$ cat config.mk
export PLATFORM = sky130hd
export DESIGN_NAME = sdram_bus_port
export DESIGN_NICKNAME = d
export VERILOG_FILES = /design/src/hw/sdram_bus_port.sv
export SDC_FILE = /design/constraint.sdc
export NUM_CORES = 1
export LEC_CHECK = 0
export BUFFER_PORTS_ARGS = -buffer_cell sky130_fd_sc_hd__clkbuf_2
export CAP_MARGIN = 20
export CORE_MARGIN = 5
export CORE_UTILIZATION = 41
export DETAILED_ROUTE_END_ITERATION = 8
export PLACE_DENSITY_LB_ADDON = 0.08
export REMOVE_ABC_BUFFERS = 1
export SYNTH_ARGS = -nofsm -noshare
export SYNTH_HDL_FRONTEND = slang
export SYNTH_SLANG_ARGS = --single-unit
$ cat constraint.sdc
create_clock -name clk -period 2.55 [get_ports clk]
set_clock_uncertainty 0.05 [all_clocks]
set_input_delay 0.6375 -clock clk [delete_from_list [all_inputs] [get_ports clk]]
set_output_delay 0.6375 -clock clk [all_outputs]
set_load 0.1 [all_outputs]
$ cat src/hw/sdram_bus_port.sv
`timescale 1ns/1ps
`default_nettype none

module sdram_bus_port #(
    parameter int AW          = 24,
    parameter int DW          = 16,
    parameter int CAS_LATENCY = 2
) (
    input  logic            clk,
    input  logic            rst_n,
    input  logic            bus_read,
    input  logic            bus_write,
    input  logic [AW-1:0]   bus_addr,
    input  logic [DW-1:0]   bus_wdata,
    input  logic [DW/8-1:0] bus_byteenable,
    output logic            bus_ready,
    output logic            bus_rvalid,
    output logic [DW-1:0]   bus_rdata,
    input  logic            int_ready,      // From FSM, one cycle ahead of bus_ready
    input  logic            read_issue,     // READ decided this cycle
    input  logic [DW-1:0]   dq_in,
    output logic            req_take,
    output logic            pend_read,
    output logic            pend_write,
    output logic [AW-1:0]   cap_addr,
    output logic [DW-1:0]   cap_wdata,
    output logic [DW/8-1:0] cap_be
);

    // READ decision to dq sample: pin register, CL, model output edge
    localparam int LAT   = CAS_LATENCY + 1;
    localparam int LAT_W = $clog2(LAT + 1);

    logic [LAT_W-1:0] lat_cnt;
    logic             wait_rd;      // Read data still on its way
    logic             rvalid_int;

    // ------------------------------
    // Request capture
    // ------------------------------
    assign req_take = (bus_read | bus_write) & bus_ready;

    always_ff @(posedge clk) begin
        if (!rst_n) begin
            pend_read  <= 1'b0;
            pend_write <= 1'b0;
        end else if (req_take) begin
            pend_read  <= bus_read;
            pend_write <= bus_write;
        end else if (int_ready) begin   // Access or refresh finished
            pend_read  <= 1'b0;
            pend_write <= 1'b0;
        end
    end

    always_ff @(posedge clk) begin
        if (req_take) begin
            cap_addr  <= bus_addr;
            cap_wdata <= bus_wdata;
            cap_be    <= bus_byteenable;
        end
    end

    // ------------------------------
    // Read latency
    // ------------------------------
    always_ff @(posedge clk) begin
        if (!rst_n) begin
            lat_cnt <= '0;
            wait_rd <= 1'b0;
        end else if (read_issue) begin
            lat_cnt <= LAT_W'(LAT);
            wait_rd <= 1'b1;
        end else if (lat_cnt != '0) begin
            lat_cnt <= lat_cnt - 1'b1;
        end else begin
            wait_rd <= 1'b0;            // Data sampled this edge
        end
    end

    assign rvalid_int = wait_rd & (lat_cnt == '0);

    // Bus outputs one cycle late
    always_ff @(posedge clk) begin
        if (!rst_n) begin
            bus_ready  <= 1'b0;
            bus_rvalid <= 1'b0;
        end else begin
            bus_ready  <= int_ready;
            bus_rvalid <= rvalid_int;
        end
    end

    always_ff @(posedge clk) begin
        if (rvalid_int) bus_rdata <= dq_in;
    end

    // Each rvalid pulse traces back to one READ decision in the FSM
    a_rvalid_from_read: assert property (@(posedge clk) disable iff (!rst_n)
        $rose(bus_rvalid) |-> $past(read_issue, LAT + 2));

endmodule

`default_nettype wire

# --- Word-level counts from Yosys, hierarchy flattened ---
# Index checks and enable logic that the tools add are counted.
totals:
  ff_bits: 65
  latchBits: 0
  mem_bits_rw: 0
  rom_bits: 0
  input_bits: 64
  out_inout_bits: 63
  memories: 0
classes:
  addsub: 1
  mul: 0
  div_mod_pow: 0
  magnitude_cmp: 0
  n_eq_ne: 1
  shift: 0
  mux: 7
  n_bitwise: 3
  reduce_logical: 4
op_table:
  columns: ["operator", "n"]
  rows:
  - ["2-bit nonzero test", 3]
  - ["1-bit two-way mux", 5]
  - ["2-bit two-way mux", 2]
  - ["1-bit bitwise AND", 2]
  - ["2-bit logical NOT", 1]
  - ["2-bit != test (second input constant)", 1]
  - ["2-bit by 1-bit subtractor with 2-bit output (second input constant)", 1]
  - ["1-bit OR", 1]

# --- Logic depth before layout (Yosys ltp) ---
depth:
  depth_word: 3
  ltp_mapped: 4
  ltp_nobuf: 4

# --- Worst setup path before layout ---
# No wires, ideal clock.
synth_timing:
  path_type: "register -> output"
  start: "register bus_ready"
  end: "output port req_take"
  arrival_time_ns: 2.726
  t_required_ns: 1.862
  setup_slack_ns: -0.863
  path_stages_with_launch: 2
  path_buffers: 0
  path_cell_list: "dfxtp_1 > o21a_1"
synth_via:
  elab_chain_cells: 1
synth_lines:
  columns: ["element", "line", "rtl"]
  rows:
  - ["start: declaration", "16", "output logic bus_ready,"]
  - ["start signal: assignment", "89", "bus_ready <= int_ready;"]
  - ["1-bit bitwise AND", "41", "assign req_take = (bus_read | bus_write) & bus_ready;"]
  - ["end: declaration", "22", "output logic req_take,"]
# No other way between the ends.

# --- Final worst setup path ---
layout_timing:
  start: "register bus_ready"
  end: "output port bus_ready"
# No word-level cell between the ends.

==> key figures <==
Outcome
  – Outcome: completed

Placement
  – Number of placed cells counting well taps: 278
  – Dpl ws: 0.736 ns
  – Count of buffers from port buffering: 126
  – Global placement routability congestion: 0.722
  – Sum of net half-perimeters after detailed placement: 3.48 mm

Synthesis
  – Post-synth cell types: 14
  – Post-synthesis instance total: 84
  – Post-synthesis register bit count: 65
  – Post-synthesis instance area: 2020 µm²
  – Post-Synthesis Mean Instance Area: 24.0 µm²
  – Warning count from the yosys run: 0
  – Part of the Yosys area used for sequential elements: 93.4%

Clock network
  – Maximum count of clock buffers along a single path: 2
  – Count of clock tree sinks: 65
  – CTS tree: yes
  – Post-CTS sizing: 0
  – Post-CTS clock slew at the launch and capture registers of the worst setup and hold paths: 0.07 ns
  – Post-CTS setup buffers: 0
  – Worst-Skew Late Latency: 0.31 ns
  – Cts bufs inserted: 9
  – H-tree lvl count: 3
  – Number of buffers inserted for hold repair after clock tree synthesis: 0
  – Root Driver: clkbuf_8

GRT
  – Number of global-route vias before repair: 1320
  – Number of antenna violations at the first check in global routing: 0
  – Remaining Overflow, GRT: 0
  – Global Route Usage Sum: 13.5%
  – First-pass GRT wire length: 6.14 mm
  – Maximum number of pins on one net before global-route repair: 43

Critical path
  – Capturing element type of the critical path: output port
  – Delay of the slowest cell on the worst path: 0.48 ns
  – Required time at the worst-slack endpoint: 1.86 ns
  – Sequence of cells on the critical path: clkbuf_2
  – Family with the most delay on the worst path: buffers and inverters
  – Critical path start-end classification: flop to output port
  – Setup slack of the most critical reg-to-reg path: 1.11 ns
  – Arrival time reported for the critical path endpoint: 1.15 ns
  – Number of buffers and inverters on the critical path: 1
  – Library cell contributing the largest single delay on the critical path: clkbuf_2
  – Critical Path Start Type: flop
  – Top fanout value on the critical path: 4

Detailed routing
  – Via count normalized by instance count: 4.29
  – Number of DRC markers after the initial detailed-route iteration: 89
  – Post-detailed-route wirelength per cell: 14.8 µm
  – Wirelength, routed: 4.35 mm
  – Iteration count of the initial detailed-routing pass: 4
  – Vias after detailed routing: 1260
  – # DRC: 0
  – Post-route ant nets: 0

Final layout
  – Commonest cells after routing, fill and taps aside: clkbuf_2, edfxtp_1, clkbuf_8
  – Number of fill cells: 394
  – Total Nets Final: 287
  – Number of cells in the finished layout apart from fillers: 294
  – Most common cell after layout, fill and taps aside: clkbuf_2
  – Share of cells above drive strength 1: 62.6%
  – Signed area change from the synthesized netlist to the final layout: 45.5%
  – Antenna fix cells: 0

STA
  – Slew headroom: 62.5%
  – Fin crit period: 1.84 ns
  – RSZ-0062 raised after global routing: no
  – Final worst setup slack: 0.710 ns
  – Share of the clock period used by the worst path after layout: 72.2%
  – Slew at the pin with the worst max-slew slack: 0.565 ns
  – Maximum operating frequency: 543 MHz
  – Number of hold violations in the final report: 0
  – Worst Hold Slack: 0.439 ns
  – Slew Viols, Final: 0
  – Count of final setup violators: 0

Floorplan
  – IO Count: 127
  – Die width: 80.1 µm
  – Std-Cell Rows: 25
  – Die Span Y: 80.1 µm
  – Die Footprint: 6420 µm²
  – Initial standard-cell utilization of the core: 42.4%
  – Core area: 4750 µm²

Worst hold path
  – Worst hold path class: input port to flop

Power and ir drop
  – Ratio of total power to cell area: 829 nW/µm²
  – Total leakage power: 1.28 nW
  – Peak supply drop: 0.000463 V
  – Final total power: 0.00243 W

Run
  – Max-Cap Viols: 0
[worst paths after layout]
check | from | endpoint | depth (start not counted)
worst max-delay path | bus_ready | bus_ready | 1
worst min register to register | pend_read | pend_read | 2
worst max register to register | lat_cnt[0] | bus_rdata[7] | 3
worst min-delay path | bus_addr[2] | cap_addr[2] | 1
[layer usage]
metal  track usage [%]  up-vias  routed length [µm]
met4              8.61        0                  76
li1                  -      600                   -
met1              12.1      581                1410
met3              5.61        7                 481
met2              24.4       72                2390
met5                 0        -                   0
[area by class of cell]
class                           count  area [µm²]  share of cell area, %
Clock buffer                       12         135                   4.61
Clock inverter                      4        43.8                   1.49
Inverter                            2        7.51                  0.256
Multi-Input combinational cell     17         128                   4.35
Sequential cell                    65        1880                   64.2
Tap cell                           67        83.8                   2.86
Timing Repair Buffer              127         653                   22.3
[state kept, by name, indices dropped and copies added (netlist names)]
| register | flops |
|---|---|
| bus_rvalid | 1 |
| cap_addr | 24 |
| cap_be | 2 |
| bus_rdata | 16 |
| cap_wdata | 16 |
| wait_rd | 1 |
| bus_ready | 1 |
| pend_read | 1 |
| pend_write | 1 |
| lat_cnt | 2 |
[power breakdown]
group	switching [W]	total (W)	internal [W]
clock network	0.000341	0.000787	0.000446
registers	0.0000126	0.00123	0.00121
logic	0.000343	0.000419	0.0000757
total	0.000697	0.00243	0.00174
[stage by stage]
stage,util (%),instance area (µm²),TNS [ns]
after floorplan,-,2020,-28.60
after global placement,57.9,2750,0
after detailed placement,57.9,2750,0
after CTS,61.7,2930,0
after global routing,61.7,2930,0
final,61.7,2930,0
[synthesized netlist by cell type]
cell | instances | area (µm²)
edfxtp_1 | 58 | 1740
dfxtp_1 | 7 | 140
o21a_1 | 4 | 30.0
a21boi_0 | 2 | 15.0
inv_1 | 2 | 7.51
nand2_1 | 2 | 7.51
nand3b_1 | 2 | 15.0
and2_1 | 1 | 6.26
and2_2 | 1 | 7.51
and3_2 | 1 | 7.51
ha_1 | 1 | 12.5
mux2i_1 | 1 | 10.0
nor2b_1 | 1 | 6.26
xnor2_1 | 1 | 8.76
[cell families after synthesis]
kind of cell    count (synthesis)  share of synthesized area, %
mux                             1                         0.497
xor+xnor                        1                         0.435
fa+ha+maj                       1                         0.621
simple gates                    8                          2.48
buf+inv                         2                         0.373
flops                          65                          93.4
compound gates                  6                          2.23
No activity file was read; power rests on OpenSTA's default activity.
