==> config.mk <==
export PLATFORM = sky130hd
export DESIGN_NAME = sdram_timer
export DESIGN_NICKNAME = d
export VERILOG_FILES = /design/src/hw/sdram_pkg.sv /design/src/hw/sdram_timer.sv
export SDC_FILE = /design/constraint.sdc
export NUM_CORES = 1
export LEC_CHECK = 0
export BUFFER_PORTS_ARGS = -buffer_cell sky130_fd_sc_hd__buf_4
export CAP_MARGIN = 20
export CORE_UTILIZATION = 51
export DETAILED_ROUTE_END_ITERATION = 7
export HOLD_SLACK_MARGIN = 0.12
export PLACE_DENSITY = 0.76
export SLEW_MARGIN = 5
export SYNTH_ARGS = -nofsm -noshare
export SYNTH_HDL_FRONTEND = slang
export SYNTH_SLANG_ARGS = --single-unit
==> constraint.sdc <==
create_clock -name clk -period 1.5 [get_ports clk]
set_input_delay 0.075 -clock clk [delete_from_list [all_inputs] [get_ports clk]]
set_output_delay 0.075 -clock clk [all_outputs]
set_load 0.01 [all_outputs]
==> src/hw/sdram_pkg.sv <==
`default_nettype none

package sdram_pkg;

    // ------------------------------
    // SDRAM commands
    // ------------------------------
    // Bit order is {cs_n, ras_n, cas_n, we_n}
    typedef enum logic [3:0] {
        CMD_DESL      = 4'b1111,    // Device deselect
        CMD_NOP       = 4'b0111,
        CMD_ACTIVE    = 4'b0011,    // Open a row
        CMD_READ      = 4'b0101,
        CMD_WRITE     = 4'b0100,
        CMD_PRECHARGE = 4'b0010,
        CMD_REFRESH   = 4'b0001,    // Auto refresh, cke high
        CMD_LMR       = 4'b0000     // Load mode register
    } sdram_cmd_t;

    // ------------------------------
    // Controller states
    // ------------------------------
    typedef enum logic [2:0] {
        ST_RESET,
        ST_INIT,            // Power-up sequence running
        ST_IDLE,            // All banks precharged
        ST_ROW_ACTIVE,      // Row open, waiting on tRCD
        ST_WRITE_A,         // Write with auto-precharge
        ST_READ_A,          // Read with auto-precharge
        ST_AUTO_REFRESH
    } ctrl_state_t;

    typedef enum logic [2:0] {
        INIT_IDLE,
        INIT_WAIT,          // Deselect wait after power-up
        INIT_PRECHARGE,
        INIT_AUTO_REF0,
        INIT_AUTO_REF1,
        INIT_SET_MODE_REG,
        INIT_DONE
    } init_state_t;

    localparam int CMD_CNT_W = 4;   // Longest spacing is tWR+tRP or CL+tRP

    // Default device timing, ns
    localparam int T_RP_NS  = 18;   // Precharge period
    localparam int T_RFC_NS = 60;   // Auto refresh period
    localparam int T_RCD_NS = 18;   // ACTIVE to READ/WRITE
    localparam int T_WR_NS  = 20;   // Write recovery
    localparam int C_MRD    = 3;    // LMR to next command, cycles

    // ns at a given clock in MHz, rounded up to whole cycles
    function automatic int ceil_div(input int ns, input int mhz);
        return (ns * mhz + 999) / 1000;
    endfunction

endpackage

`default_nettype wire

==> src/hw/sdram_timer.sv <==
`timescale 1ns/1ps
`default_nettype none

module sdram_timer
    import sdram_pkg::*;
#(
    parameter int INIT_CYCLES    = 10000,
    parameter int REFRESH_CYCLES = 1500,
    parameter int C_RP           = 2,
    parameter int C_RFC          = 6,
    parameter int C_RCD          = 2,
    parameter int C_WR           = 2,
    parameter int CAS_LATENCY    = 2
) (
    input  logic       clk,
    input  logic       rst_n,
    input  logic       ir_load_init,
    input  logic       ir_load_refresh,
    input  logic       cmd_load,
    input  sdram_cmd_t cmd_kind,
    output logic       ir_zero,
    output logic       cmd_done
);

    // Shared counter must also hold the refresh interval
    localparam int IR_MAX = (INIT_CYCLES > REFRESH_CYCLES) ? INIT_CYCLES : REFRESH_CYCLES;
    localparam int IR_W   = $clog2(IR_MAX + 1);

    // Count reaches zero when the next command may go out
    localparam logic [CMD_CNT_W-1:0] CNT_RP  = CMD_CNT_W'(C_RP - 1);
    localparam logic [CMD_CNT_W-1:0] CNT_RFC = CMD_CNT_W'(C_RFC - 1);
    localparam logic [CMD_CNT_W-1:0] CNT_MRD = CMD_CNT_W'(C_MRD - 1);
    localparam logic [CMD_CNT_W-1:0] CNT_RCD = CMD_CNT_W'(C_RCD - 1);
    localparam logic [CMD_CNT_W-1:0] CNT_WR  = CMD_CNT_W'(C_WR + C_RP - 1);         // Single write
    localparam logic [CMD_CNT_W-1:0] CNT_RD  = CMD_CNT_W'(CAS_LATENCY + C_RP - 1);  // Single read

    logic [IR_W-1:0]      ir_cnt;
    logic [CMD_CNT_W-1:0] cmd_cnt;

    // ------------------------------
    // Init wait / refresh interval
    // ------------------------------
    always_ff @(posedge clk) begin
        if (!rst_n) begin
            ir_cnt <= '0;
        end else if (ir_load_init) begin
            ir_cnt <= IR_W'(INIT_CYCLES - 1);     // Counts DESL cycles on the pins
        end else if (ir_load_refresh) begin
            ir_cnt <= IR_W'(REFRESH_CYCLES);
        end else if (ir_cnt != '0) begin
            ir_cnt <= ir_cnt - 1'b1;
        end
    end

    assign ir_zero = (ir_cnt == '0);

    // ------------------------------
    // Command spacing
    // ------------------------------
    always_ff @(posedge clk) begin
        if (!rst_n) begin
            cmd_cnt <= '0;
        end else if (cmd_load) begin
            case (cmd_kind)
                CMD_PRECHARGE: cmd_cnt <= CNT_RP;
                CMD_REFRESH:   cmd_cnt <= CNT_RFC;
                CMD_LMR:       cmd_cnt <= CNT_MRD;
                CMD_ACTIVE:    cmd_cnt <= CNT_RCD;
                CMD_WRITE:     cmd_cnt <= CNT_WR;   // Includes auto-precharge
                CMD_READ:      cmd_cnt <= CNT_RD;
                default:       cmd_cnt <= '0;
            endcase
        end else if (cmd_cnt != '0) begin
            cmd_cnt <= cmd_cnt - 1'b1;
        end
    end

    assign cmd_done = (cmd_cnt == '0);

    // FSM must never cut a spacing short
    a_load_when_done: assert property (@(posedge clk) disable iff (!rst_n)
        cmd_load |-> (cmd_cnt == '0));

endmodule

`default_nettype wire

# [Word-level counts from Yosys, hierarchy flattened]
# Cells that the tools add are included.
[totals] register_bits=18 inputBits=9 word_cells=30 out_inout_bits=2
[classes] bitwise=1 reduce_logical=12 n_addsub=2 n_mux=6 eq_ne=5
[ops] operator="$mux W14" n=3
[ops] operator="$logic_not A14 Y1" n=1
[ops] operator="$reduce_bool A14 Y1" n=1
[ops] operator="$sub A14 B1 Y14 const B" n=1
[ops] operator="$pmux W3 S4" n=1
[ops] operator="$eq A4 B2 Y1 const B" n=2
[ops] operator="$eq A4 B3 Y1 const B" n=2
[ops] operator="$logic_not A4 Y1" n=2
[ops] operator="$mux W4" n=2
[ops] operator="$reduce_or A2 Y1" n=3
[ops] operator="$eq A4 B1 Y1 const B" n=1
[ops] operator="$reduce_bool A2 Y1" n=2
[ops] operator="$reduce_bool A4 Y1" n=1
[ops] operator="$sub A4 B1 Y4 const B" n=1
[ops] operator="$reduce_bool A3 Y1" n=1
[ops] operator="$reduce_or A3 Y1" n=1
[ops] operator="$not A1 Y1" n=1

# [Depth between registers and ports, before layout]
# Gate-level depths: netlist of run 1.
[logic_depth] word_depth=4 mapped_depth=6 depth_no_buf=6

# [Worst setup path after synthesis of run 1]
# No wires, ideal clock.
[synth_path] kind="reg-to-reg" start="register ir_cnt[0]" end="register ir_cnt[6]" path_stages_with_launch=7 synth_period_minus_slack_ps=1671 setup_time_ps=122 setup_slack_ps=-171 t_arrival_ps=1548 n_path_buf=0 t_required_ps=1378 cell_sequence="dfxtp_1 -> inv_1 -> ha_1 -> or3b_2 -> or3_1 -> a21oi_1 -> a21oi_1"
[synth_between] elab_chain_cells=3 elab_cells_between_ends=5 cone_classes="add/sub: 1; mux: 2; reduce/logical: 2"
[synth_lines] element="start: declaration" line="sdram_timer.sv:37" text="logic [IR_W-1:0] ir_cnt;"
[synth_lines] element="start signal: assignment" line="sdram_timer.sv:47" text="ir_cnt <= IR_W'(INIT_CYCLES - 1);"
[synth_lines] element="start signal: assignment" line="sdram_timer.sv:49" text="ir_cnt <= IR_W'(REFRESH_CYCLES);"
[synth_lines] element="start signal: assignment" line="sdram_timer.sv:51" text="ir_cnt <= ir_cnt - 1'b1;"
[synth_lines] element="$sub A14 B1 Y14" line="sdram_timer.sv:51"
[synth_lines] element="$mux W14" line="sdram_timer.sv:50" text="end else if (ir_cnt != '0) begin"
[synth_lines] element="$mux W14" line="sdram_timer.sv:48" text="end else if (ir_load_refresh) begin"
# Parallel ways exist; a longest one is shown, timed or not. The select of a mux whose other input is x is not followed.
# A chain may end at the register's enable or synchronous reset.

# [Final worst setup path of run 1]
[layout_path] start="register ir_cnt[1]" end="register ir_cnt[11]"
[layout_between] elab_chain_cells=1 elab_cells_between_ends=2 cone_classes="add/sub: 1; reduce/logical: 1"
[layout_lines] element="$sub A14 B1 Y14 / $reduce_bool A14 Y1 (equally long branches)" line="sdram_timer.sv:51, sdram_timer.sv:50"
# Parallel ways exist; a longest one is shown, timed or not.

==> results.json, run 1 <==
{
  "setup_viol": 18,
  "final_core_util_pct": 96.9,
  "ir_drop_mv": 0.745,
  "ant_nets": 0,
  "start_kind": "register",
  "io_buffers": 10,
  "die_h_um": 46.7,
  "fin_crit_ns": 1.97,
  "grt_max_degree": 11,
  "totalWireLength_mm": 5.73,
  "critPathRequiredTime_ns": 1.70,
  "grt_first_pass_wirelength_mm": 5.82,
  "swShare_pct": 35.9,
  "area_delta_synth_final_pct": 71.7,
  "finalHoldViolCount": 0,
  "die_area_mm2": 0.00218,
  "place_inst": 176,
  "power.total_uw": 1620,
  "fmax_mhz": 507,
  "clk_path_buf_depth": 2,
  "cts_tree": "built",
  "syn-mean-instance-area_um2": 8.48,
  "synth-edff-count": 0,
  "min_delay_path_depth": 5,
  "internal_power_uw": 1040,
  "worstPathMaxFanout": 3,
  "fin_hold_ws_ns": 0.187,
  "drt_iter0_markers": 179,
  "cts_root_buf": "clkbuf_4",
  "status": "finished with violations",
  "slew_violations": 0,
  "netlist_instances": 120,
  "path_clk_slew_ns": 0.11,
  "relSlewSlack_pct": 68.1,
  "synth.net_count": 131,
  "cts.sinks": 18,
  "ys_seq_elements": 18,
  "layout-drive-gt1-share_pct": 55.2,
  "route.detailed.drc": 0,
  "antenna_found_initial": 0,
  "fin_tns_setup_ns": -3.28,
  "rrSetupSlack_ns": -0.47,
  "yosys_warnings": 0,
  "core_area_mm2": 0.00180,
  "fin_ws_ns": -0.473,
  "hold_end": "cmd_cnt[1]$_SDFFE_PN0P_",
  "r2r_start": "ir_cnt[1]$_SDFFE_PN0P_",
  "wl_per_cell_um": 27.8,
  "worst_path_largest_cell_delay_ns": 0.39,
  "worstSetupPathType": "register to register",
  "row_count": 15,
  "max-cap-violations": 0,
  "ios": 11,
  "rr_endpoint": "ir_cnt[11]$_SDFFE_PP0P_",
  "violations": "negative setup slack",
  "start_util_pct": 56.5,
  "die_w_um": 46.7,
  "fin_cells": 206,
  "yosysTopAreaCellShare_pct": 35.4,
  "crit_chain": "buf_4 > nor4_4 > buf_4 > nand2_2 > buf_4 > o31ai_1 > a21oi_1",
  "reg2reg_depth": 7,
  "numCtsBuffers": 3,
  "first_pass_iters": 7,
  "grt_pass1_vias": 1282,
  "place_congestion": 0.849,
  "switching_power_uw": 582,
  "end_kind": "register",
  "seq_area_frac_synth_pct": 35.4,
  "p_per_area_mw_per_mm2": 927,
  "synth_cell_types": 36,
  "vias": 1509,
  "slowest_stage": "o31ai_1",
  "skew_ns": 0.00272,
  "path_common_cell": "buf_4",
  "nNetsFinal": 193,
  "pwr-share-comb_pct": 44.0,
  "dpl.hpwl_mm": 1.97,
  "synth_area_leader_cell": "dfxtp_1",
  "num_antenna_cells": 0,
  "viasPerCell": 7.33,
  "p_leak_uw": 0.000705,
  "insertion_delay_ns": 0.32,
  "holdCritPathClass": "primary input to register",
  "rsz0062_at_grt": "yes",
  "arrival_ns": 2.17,
  "clockPowerShare_pct": 20.2,
  "synthArstFlopShare_pct": 0,
  "synth.area.top_cells": "dfxtp_1, a21oi_1, xnor2_1",
  "synth_area_mm2": 0.00102,
  "grt.total_usage_pct": 39.9,
  "worst_pin_slew_ns": 0.476,
  "htree_levels": 1,
  "seqPwrFrac_pct": 35.8,
  "hold_start": "cmd_kind[1]",
  "synth_ff_type": "dfxtp_1",
  "period_share_pct": 132,
  "grt_overflow": 0
}
cells in the mapped netlist (2+ instances only):
library cell  instances
dfxtp_1              18
a21oi_1              12
nand2_1               9
inv_1                 8
nor2_1                8
o21ai_0               8
xnor2_1               6
nor3_1                5
or3_1                 4
nand2b_1              3
o21a_1                3
or4_1                 3
a31oi_1               2
ha_1                  2
mux2_2                2
nor3b_2               2
nor4_1                2
nor4_2                2
o21ai_1               2
o31ai_1               2
or4b_1                2
area by class of cell:
cell class / count / area, µm²
inverters: 8 / 32.5
multi-input cells: 93 / 807
repair buffers: 58 / 467
well taps: 25 / 31.3
flip-flops and latches: 18 / 373
fillers: 27 / 55.1
clock buffers: 4 / 36.3
cell usage in the layout (no fill, tap or decap), drive strengths merged, types with 3 or more instances in the layout:
cell / count
inv: 8
o21ai: 10
nor2: 8
dlygate4sd3: 8
o21a: 3
or3: 4
dfxtp: 18
or4: 4
nand2b: 3
nor4: 5
xnor2: 6
nor3: 5
a21oi: 12
buf: 50
clkbuf: 4
nand2: 9
power by group through the flow:
stage	registers [µW]	clock network, µW	logic (µW)
2_1_floorplan	566	0	246
3_3_place_gp	568	0	382
3_5_place_dp	570	0	398
6_report	579	327	713
5_1_grt	579	334	730
4_1_cts	566	312	506
flip-flops by register name (all words and copies together), names as in the netlist:
signal   count
cmd_cnt      4
ir_cnt      14
logic make-up after synthesis:
family                   share of synthesized area (%)
buffers and inverters                             3.32
multiplexers                                      2.21
adder cells (fa/ha/maj)                           2.46
AO/OA/AOI/OAI                                     19.9
XOR/XNOR                                          5.17
AND/OR/NAND/NOR                                   31.5
flip-flops                                        35.4
timing repair:
action	CTS	global route
buffers inserted	11	7
cloned	0	0
gates resized for setup	22	25
setup endpoints to repair	14	17
hold buffers	8	0
endpoints found under the hold margin	12	0
pin swaps	9	11
critical path, delay by kind of cell, from the launching register on:
| kind | cells | cell delay, ns |
|---|---|---|
| AOI/OAI and AO/OA | 2 | 0.55 |
| DFF | 1 | 0.35 |
| and+or+nand+nor | 2 | 0.45 |
| buffers and inverters | 3 | 0.51 |
worst max path at each step:
stage                           startpoint                 endpoint  slack (ns)  cells past startpoint
floorplan           ir_cnt[1]$_SDFFE_PN0P_   ir_cnt[6]$_SDFFE_PP0P_       -0.04                      6
global placement    ir_cnt[1]$_SDFFE_PN0P_   ir_cnt[6]$_SDFFE_PP0P_       -0.07                      6
detailed placement  ir_cnt[7]$_SDFFE_PP0P_   ir_cnt[9]$_SDFFE_PN0P_       -0.09                      4
CTS                 ir_cnt[0]$_SDFFE_PN0P_   ir_cnt[6]$_SDFFE_PP0P_       -0.11                      6
global route        ir_cnt[1]$_SDFFE_PN0P_  ir_cnt[11]$_SDFFE_PP0P_       -0.69                      7
finish              ir_cnt[1]$_SDFFE_PN0P_  ir_cnt[11]$_SDFFE_PP0P_       -0.47                      7
stage by stage:
step / area (µm²) / worst slack, ns
6_report: 1750 / -0.473
5_1_grt: 1750 / -0.692
4_1_cts: 1600 / -0.115
3_5_place_dp: 1320 / -0.0941
3_3_place_gp: 1320 / -0.0655
2_1_floorplan: 1050 / -0.0364
routing by layer:
metal,track usage (%),vias to the layer above,routed length (µm)
li1,-,575,-
met1,41.7,673,1920
met2,68.9,180,2450
met3,11.8,81,698
met4,25.1,0,659
met5,0,-,0
Power figures use the tool's default switching activity.
==> inputs of run 2 (changes only) <==
--- a/config.mk
+++ b/config.mk
@@ -7,11 +7,14 @@
 export LEC_CHECK = 0
 export BUFFER_PORTS_ARGS = -buffer_cell sky130_fd_sc_hd__buf_4
 export CAP_MARGIN = 20
+export CORE_MARGIN = 2
 export CORE_UTILIZATION = 51
 export DETAILED_ROUTE_END_ITERATION = 7
 export HOLD_SLACK_MARGIN = 0.12
+export MAX_ROUTING_LAYER = met4
 export PLACE_DENSITY = 0.76
 export SLEW_MARGIN = 5
 export SYNTH_ARGS = -nofsm -noshare
 export SYNTH_HDL_FRONTEND = slang
 export SYNTH_SLANG_ARGS = --single-unit
+export TNS_END_PERCENT = 50
==> run 2 against run 1 <==
Compared with the run above: the flow still finishes with violations (negative setup slack); non-clock buffer count is 11 lower; flip-flop and latch count is the same; count of clock-buffer cells in the layout down 1; die area rose by 8.8%; fmax rose by 16%; first-iteration DRC count decreased by 72%; critical path depth is the same; combinational power is 31% lower; cell count down 4.9%; total power fell by 19%; highest routed layer unchanged.
==> results.json, run 2 (synthesis gave the netlist of run 1 again) <==
{
  "ios": 11,
  "die_area_mm2": 0.00237,
  "period_share_pct": 113,
  "worstSetupPathType": "register to register",
  "holdCritPathClass": "primary input to register",
  "top_register": "ir_cnt",
  "dpl.hpwl_mm": 1.89,
  "grt_overflow": 0,
  "reg.largest.list": "ir_cnt x14, cmd_cnt x4",
  "nNetsFinal": 182,
  "seqPwrFrac_pct": 43.4,
  "fin_tns_setup_ns": -1.49,
  "path_clk_slew_ns": 0.11,
  "finalHoldViolCount": 0,
  "route.detailed.drc": 0,
  "grt_max_degree": 10,
  "clockPowerShare_pct": 19.2,
  "first_pass_iters": 4,
  "ir_drop_mv": 0.609,
  "wl_per_cell_um": 15.6,
  "viasPerCell": 5.94,
  "power.total_uw": 1310,
  "insertion_delay_ns": 0.30,
  "vias": 1164,
  "grt.total_usage_pct": 28.4,
  "setup_viol": 15,
  "largest_reg_flops": 14,
  "die_h_um": 48.7,
  "arrival_ns": 1.92,
  "fin_crit_ns": 1.70,
  "final_core_util_pct": 81.1,
  "p_leak_uw": 0.000624,
  "relSlewSlack_pct": 75.6,
  "skew_ns": 0.00980,
  "start_kind": "register",
  "worstPathMaxFanout": 4,
  "numCtsBuffers": 3,
  "grt_pass1_vias": 1186,
  "clk_path_buf_depth": 2,
  "layout_common_cells": "buf_4, dfxtp_1",
  "worst_pin_slew_ns": 0.364,
  "fin_cells": 196,
  "num_antenna_cells": 0,
  "slew_violations": 0,
  "switching_power_uw": 416,
  "grt_first_pass_wirelength_mm": 5.20,
  "totalWireLength_mm": 3.07,
  "swShare_pct": 31.9,
  "layout-drive-gt1-share_pct": 44.4,
  "io_buffers": 10,
  "end_kind": "register",
  "internal_power_uw": 890,
  "p_per_area_mw_per_mm2": 838,
  "row_count": 16,
  "critPathRequiredTime_ns": 1.73,
  "antenna_found_initial": 0,
  "drt_iter0_markers": 50,
  "pwr-share-comb_pct": 37.4,
  "fin_ws_ns": -0.198,
  "status": "finished with violations",
  "fin_hold_ws_ns": 0.181,
  "area_delta_synth_final_pct": 53.1,
  "final_common_cell": "buf_4",
  "core_area_mm2": 0.00192,
  "max-cap-violations": 0,
  "place_inst": 174,
  "violations": "negative setup slack",
  "cts_root_buf": "clkbuf_4",
  "start_util_pct": 52.9,
  "die_w_um": 48.7,
  "cts_tree": "built",
  "htree_levels": 1,
  "cts.sinks": 18,
  "rsz0062_at_grt": "yes",
  "place_congestion": 0.786,
  "fmax_mhz": 589,
  "n_fill_cell": 114,
  "ant_nets": 0
}
-- run 2: what timing repair did --
action,4_1_cts,5_1_grt
buffers inserted,10,1
endpoints found under the hold margin,11,0
endpoints found under the setup margin,14,17
hold buffers,8,0
gates resized for setup,14,13
pin swaps,7,6
-- run 2: critical path, cell delays in order, from the launching register on --
cell	delay, ns
dfxtp_4	0.38
inv_4	0.05
ha_4	0.13
nor3b_4	0.22
buf_6	0.14
nand2_2	0.07
or4b_1	0.49
a31oi_1	0.14
-- run 2: worst paths after layout --
check | from | to | slack, ns | cells after the start
max | ir_cnt[0]$_SDFFE_PN0P_ | ir_cnt[10]$_SDFFE_PN0P_ | -0.20 | 7
min | cmd_kind[1] | cmd_cnt[1]$_SDFFE_PN0P_ | 0.18 | 5
min reg2reg | ir_cnt[11]$_SDFFE_PP0P_ | ir_cnt[11]$_SDFFE_PP0P_ | 0.55 | 2
max reg2reg | ir_cnt[0]$_SDFFE_PN0P_ | ir_cnt[10]$_SDFFE_PN0P_ | -0.20 | 7
-- run 2: layout make-up --
type                    count  area (µm²)  area share, %
clock buffers               3        22.5           1.45
inverters                   8        32.5           2.09
well taps                  27        33.8           2.17
flip-flops and latches     18         373           23.9
repair buffers             47         380           24.4
multi-input cells          93         716           45.9
-- run 2: power groups by stage --
stage               combinational [µW]  clock (µW)  sequential, µW
floorplan                          246           0             566
global placement                   374           0             568
detailed placement                 388           0             571
CTS                                455         241             559
global route                       533         267             571
finish                             489         251             566
-- run 2: metrics by stage --
stage          setup WS (ns)  cell area [µm²]
2_1_floorplan        -0.0364             1050
3_3_place_gp         -0.0802             1290
3_5_place_dp          -0.119             1290
4_1_cts               -0.148             1510
5_1_grt               -0.265             1560
6_report              -0.198             1560
-- run 2: routing by layer --
layer	track usage [%]	routed length [µm]
met5	-	0
met2	50.9	1490
met4	10.0	78
met3	3.70	143
met1	32.2	1350
==> inputs of run 3 (changes only) <==
--- a/config.mk
+++ b/config.mk
@@ -7,12 +7,13 @@
 export LEC_CHECK = 0
 export BUFFER_PORTS_ARGS = -buffer_cell sky130_fd_sc_hd__buf_4
 export CAP_MARGIN = 20
-export CORE_MARGIN = 2
+export CORE_MARGIN = 3
 export CORE_UTILIZATION = 51
 export DETAILED_ROUTE_END_ITERATION = 7
 export HOLD_SLACK_MARGIN = 0.12
 export MAX_ROUTING_LAYER = met4
 export PLACE_DENSITY = 0.76
+export SETUP_SLACK_MARGIN = 0.02
 export SLEW_MARGIN = 5
 export SYNTH_ARGS = -nofsm -noshare
 export SYNTH_HDL_FRONTEND = slang
==> run 3 against run 2 <==
Compared with the run above: via count increased by 11%; the flow still finishes with violations (negative setup slack); die area is 8.4% higher; routed wire length up 46%; highest routed layer unchanged; register-to-register slack got worse by 0.08 ns; sequential power increased by 2%.
==> results.json, run 3 (synthesis gave the netlist of run 1 again) <==
{
  "arrival_ns": 2.03,
  "cts_tree": "built",
  "path_clk_slew_ns": 0.11,
  "reg.largest.list": "ir_cnt x14, cmd_cnt x4",
  "grt_max_degree": 11,
  "clk_path_buf_depth": 2,
  "viasPerCell": 6.61,
  "io_buffers": 10,
  "ios": 11,
  "ir_drop_mv": 0.655,
  "fin_hold_ws_ns": 0.170,
  "p_per_area_mw_per_mm2": 896,
  "rsz0062_at_grt": "yes",
  "fin_crit_ns": 1.78,
  "rr_endpoint": "ir_cnt[11]$_SDFFE_PP0P_",
  "slew_violations": 0,
  "critPathRequiredTime_ns": 1.75,
  "route.detailed.drc": 0,
  "place_congestion": 0.915,
  "drt_iter0_markers": 109,
  "path_buf_inv": 2,
  "num_antenna_cells": 0,
  "insertion_delay_ns": 0.31,
  "status": "finished with violations",
  "final_common_cell": "buf_4",
  "crit_chain": "buf_4 > nor4_1 > buf_4 > nand2_1 > or4_4 > a21oi_2",
  "largest_reg_flops": 14,
  "nNetsFinal": 182,
  "grt_pass1_vias": 1252,
  "layout_common_cells": "buf_4, dfxtp_2, nor2_1, nand2_1, a21oi_1",
  "die_w_um": 50.7,
  "row_count": 15,
  "worst_path_largest_cell_delay_ns": 0.42,
  "reg2reg_depth": 6,
  "die_area_mm2": 0.00257,
  "end_kind": "register",
  "numCtsBuffers": 3,
  "fin_ws_ns": -0.275,
  "skew_ns": 0.00535,
  "holdCritPathClass": "primary input to register",
  "rrSetupSlack_ns": -0.28,
  "cp-endpoint": "ir_cnt[11]$_SDFFE_PP0P_",
  "critical_path.top_delay_family": "simple AND/OR/NAND/NOR gates",
  "core_area_mm2": 0.00180,
  "fmax_mhz": 563,
  "power.total_uw": 1480,
  "period_share_pct": 118,
  "start_util_pct": 56.5,
  "antenna_found_initial": 0,
  "critPathLaunch": "ir_cnt[1]$_SDFFE_PN0P_",
  "totalWireLength_mm": 4.48,
  "grt.total_usage_pct": 30.9,
  "die_h_um": 50.7,
  "grt_first_pass_wirelength_mm": 5.77,
  "wl_per_cell_um": 23.0,
  "p_leak_uw": 0.000649,
  "violations": "negative setup slack",
  "r2r_start": "ir_cnt[1]$_SDFFE_PN0P_",
  "cp.depth": 6,
  "area_delta_synth_final_pct": 62.7,
  "grt_overflow": 0,
  "slowest_stage": "or4_4",
  "max-cap-violations": 0,
  "first_pass_iters": 5,
  "worst_pin_slew_ns": 0.486,
  "finalHoldViolCount": 0,
  "worstSetupPathType": "register to register",
  "ant_nets": 0,
  "dpl.hpwl_mm": 1.84,
  "worstPathMaxFanout": 3,
  "top_register": "ir_cnt",
  "path_common_cell": "buf_4",
  "htree_levels": 1,
  "cts_root_buf": "clkbuf_4",
  "start_kind": "register",
  "setup_viol": 16,
  "vias": 1289,
  "cts.sinks": 18,
  "layout-drive-gt1-share_pct": 54.1,
  "relSlewSlack_pct": 67.5
}
run 3: cell count changes in the layout (fill, tap and decap cells not counted), sizes merged:
| cell | before | now |
|---|---|---|
| clkbuf | 3 | 4 |
| dlygate4sd3 | 8 | 6 |
| buf | 39 | 41 |
run 3: report_power, final:
| part | total, µW | internal [µW] | switching [µW] |
|---|---|---|---|
| combinational | 580 | 308 | 272 |
| clock | 324 | 149 | 176 |
| sequential | 580 | 520 | 59.9 |
| total | 1480 | 976 | 508 |
run 3: worst min-delay path by stage:
stage                start                      end  slack (ns)  cells after the start
6_report       cmd_kind[3]  cmd_cnt[1]$_SDFFE_PN0P_        0.17                      5
3_3_place_gp      cmd_load  cmd_cnt[3]$_SDFFE_PN0P_        0.29                      2
5_1_grt        cmd_kind[3]  cmd_cnt[1]$_SDFFE_PN0P_        0.21                      5
3_5_place_dp      cmd_load  cmd_cnt[3]$_SDFFE_PN0P_        0.30                      2
4_1_cts        cmd_kind[3]  cmd_cnt[1]$_SDFFE_PN0P_        0.15                      5
2_1_floorplan     cmd_load  cmd_cnt[3]$_SDFFE_PN0P_        0.15                      1
run 3: repair_timing:
item,4_1_cts,5_1_grt
cloned,0,0
pin swaps,11,9
hold buffers,6,0
setup endpoints to repair,14,17
resized for setup,16,34
setup buffers,8,4
hold endpoints to repair,13,0
run 3: cell type report:
class                      instances  area [µm²]
fill                              66         146
inverter                           8        32.5
sequential                        18         380
timing repair buffer              47         383
multi-input combinational         93         792
clock buffer                       4        36.3
tap                               25        31.3
run 3: stage by stage:
stage               setup slack [ns]  utilization (%)  area, µm²  cells  setup TNS, ns
floorplan                    -0.0364                -       1050    120        -0.0444
global placement             -0.0833             71.9       1290    173         -0.471
CTS                           -0.152             83.9       1510    191         -0.885
global route                  -0.340             91.9       1660    195          -3.35
finish                        -0.275             91.9       1660    195          -2.51
detailed placement            -0.182             71.9       1290    173         -0.657
run 3: worst min-delay path: stages:
cell and delay [ns]:
buf_4 0.09, nor2_1 0.04, nand3_1 0.09, o21a_1 0.13, nor2_1 0.04
run 3: per-layer routing:
layer	track usage, %	vias to the layer above	part of all wire (%)
met1	29.8	619	38
met5	-	-	0
li1	-	548	-
met4	13.5	0	6.1
met3	7.42	33	7.1
met2	57.8	89	49
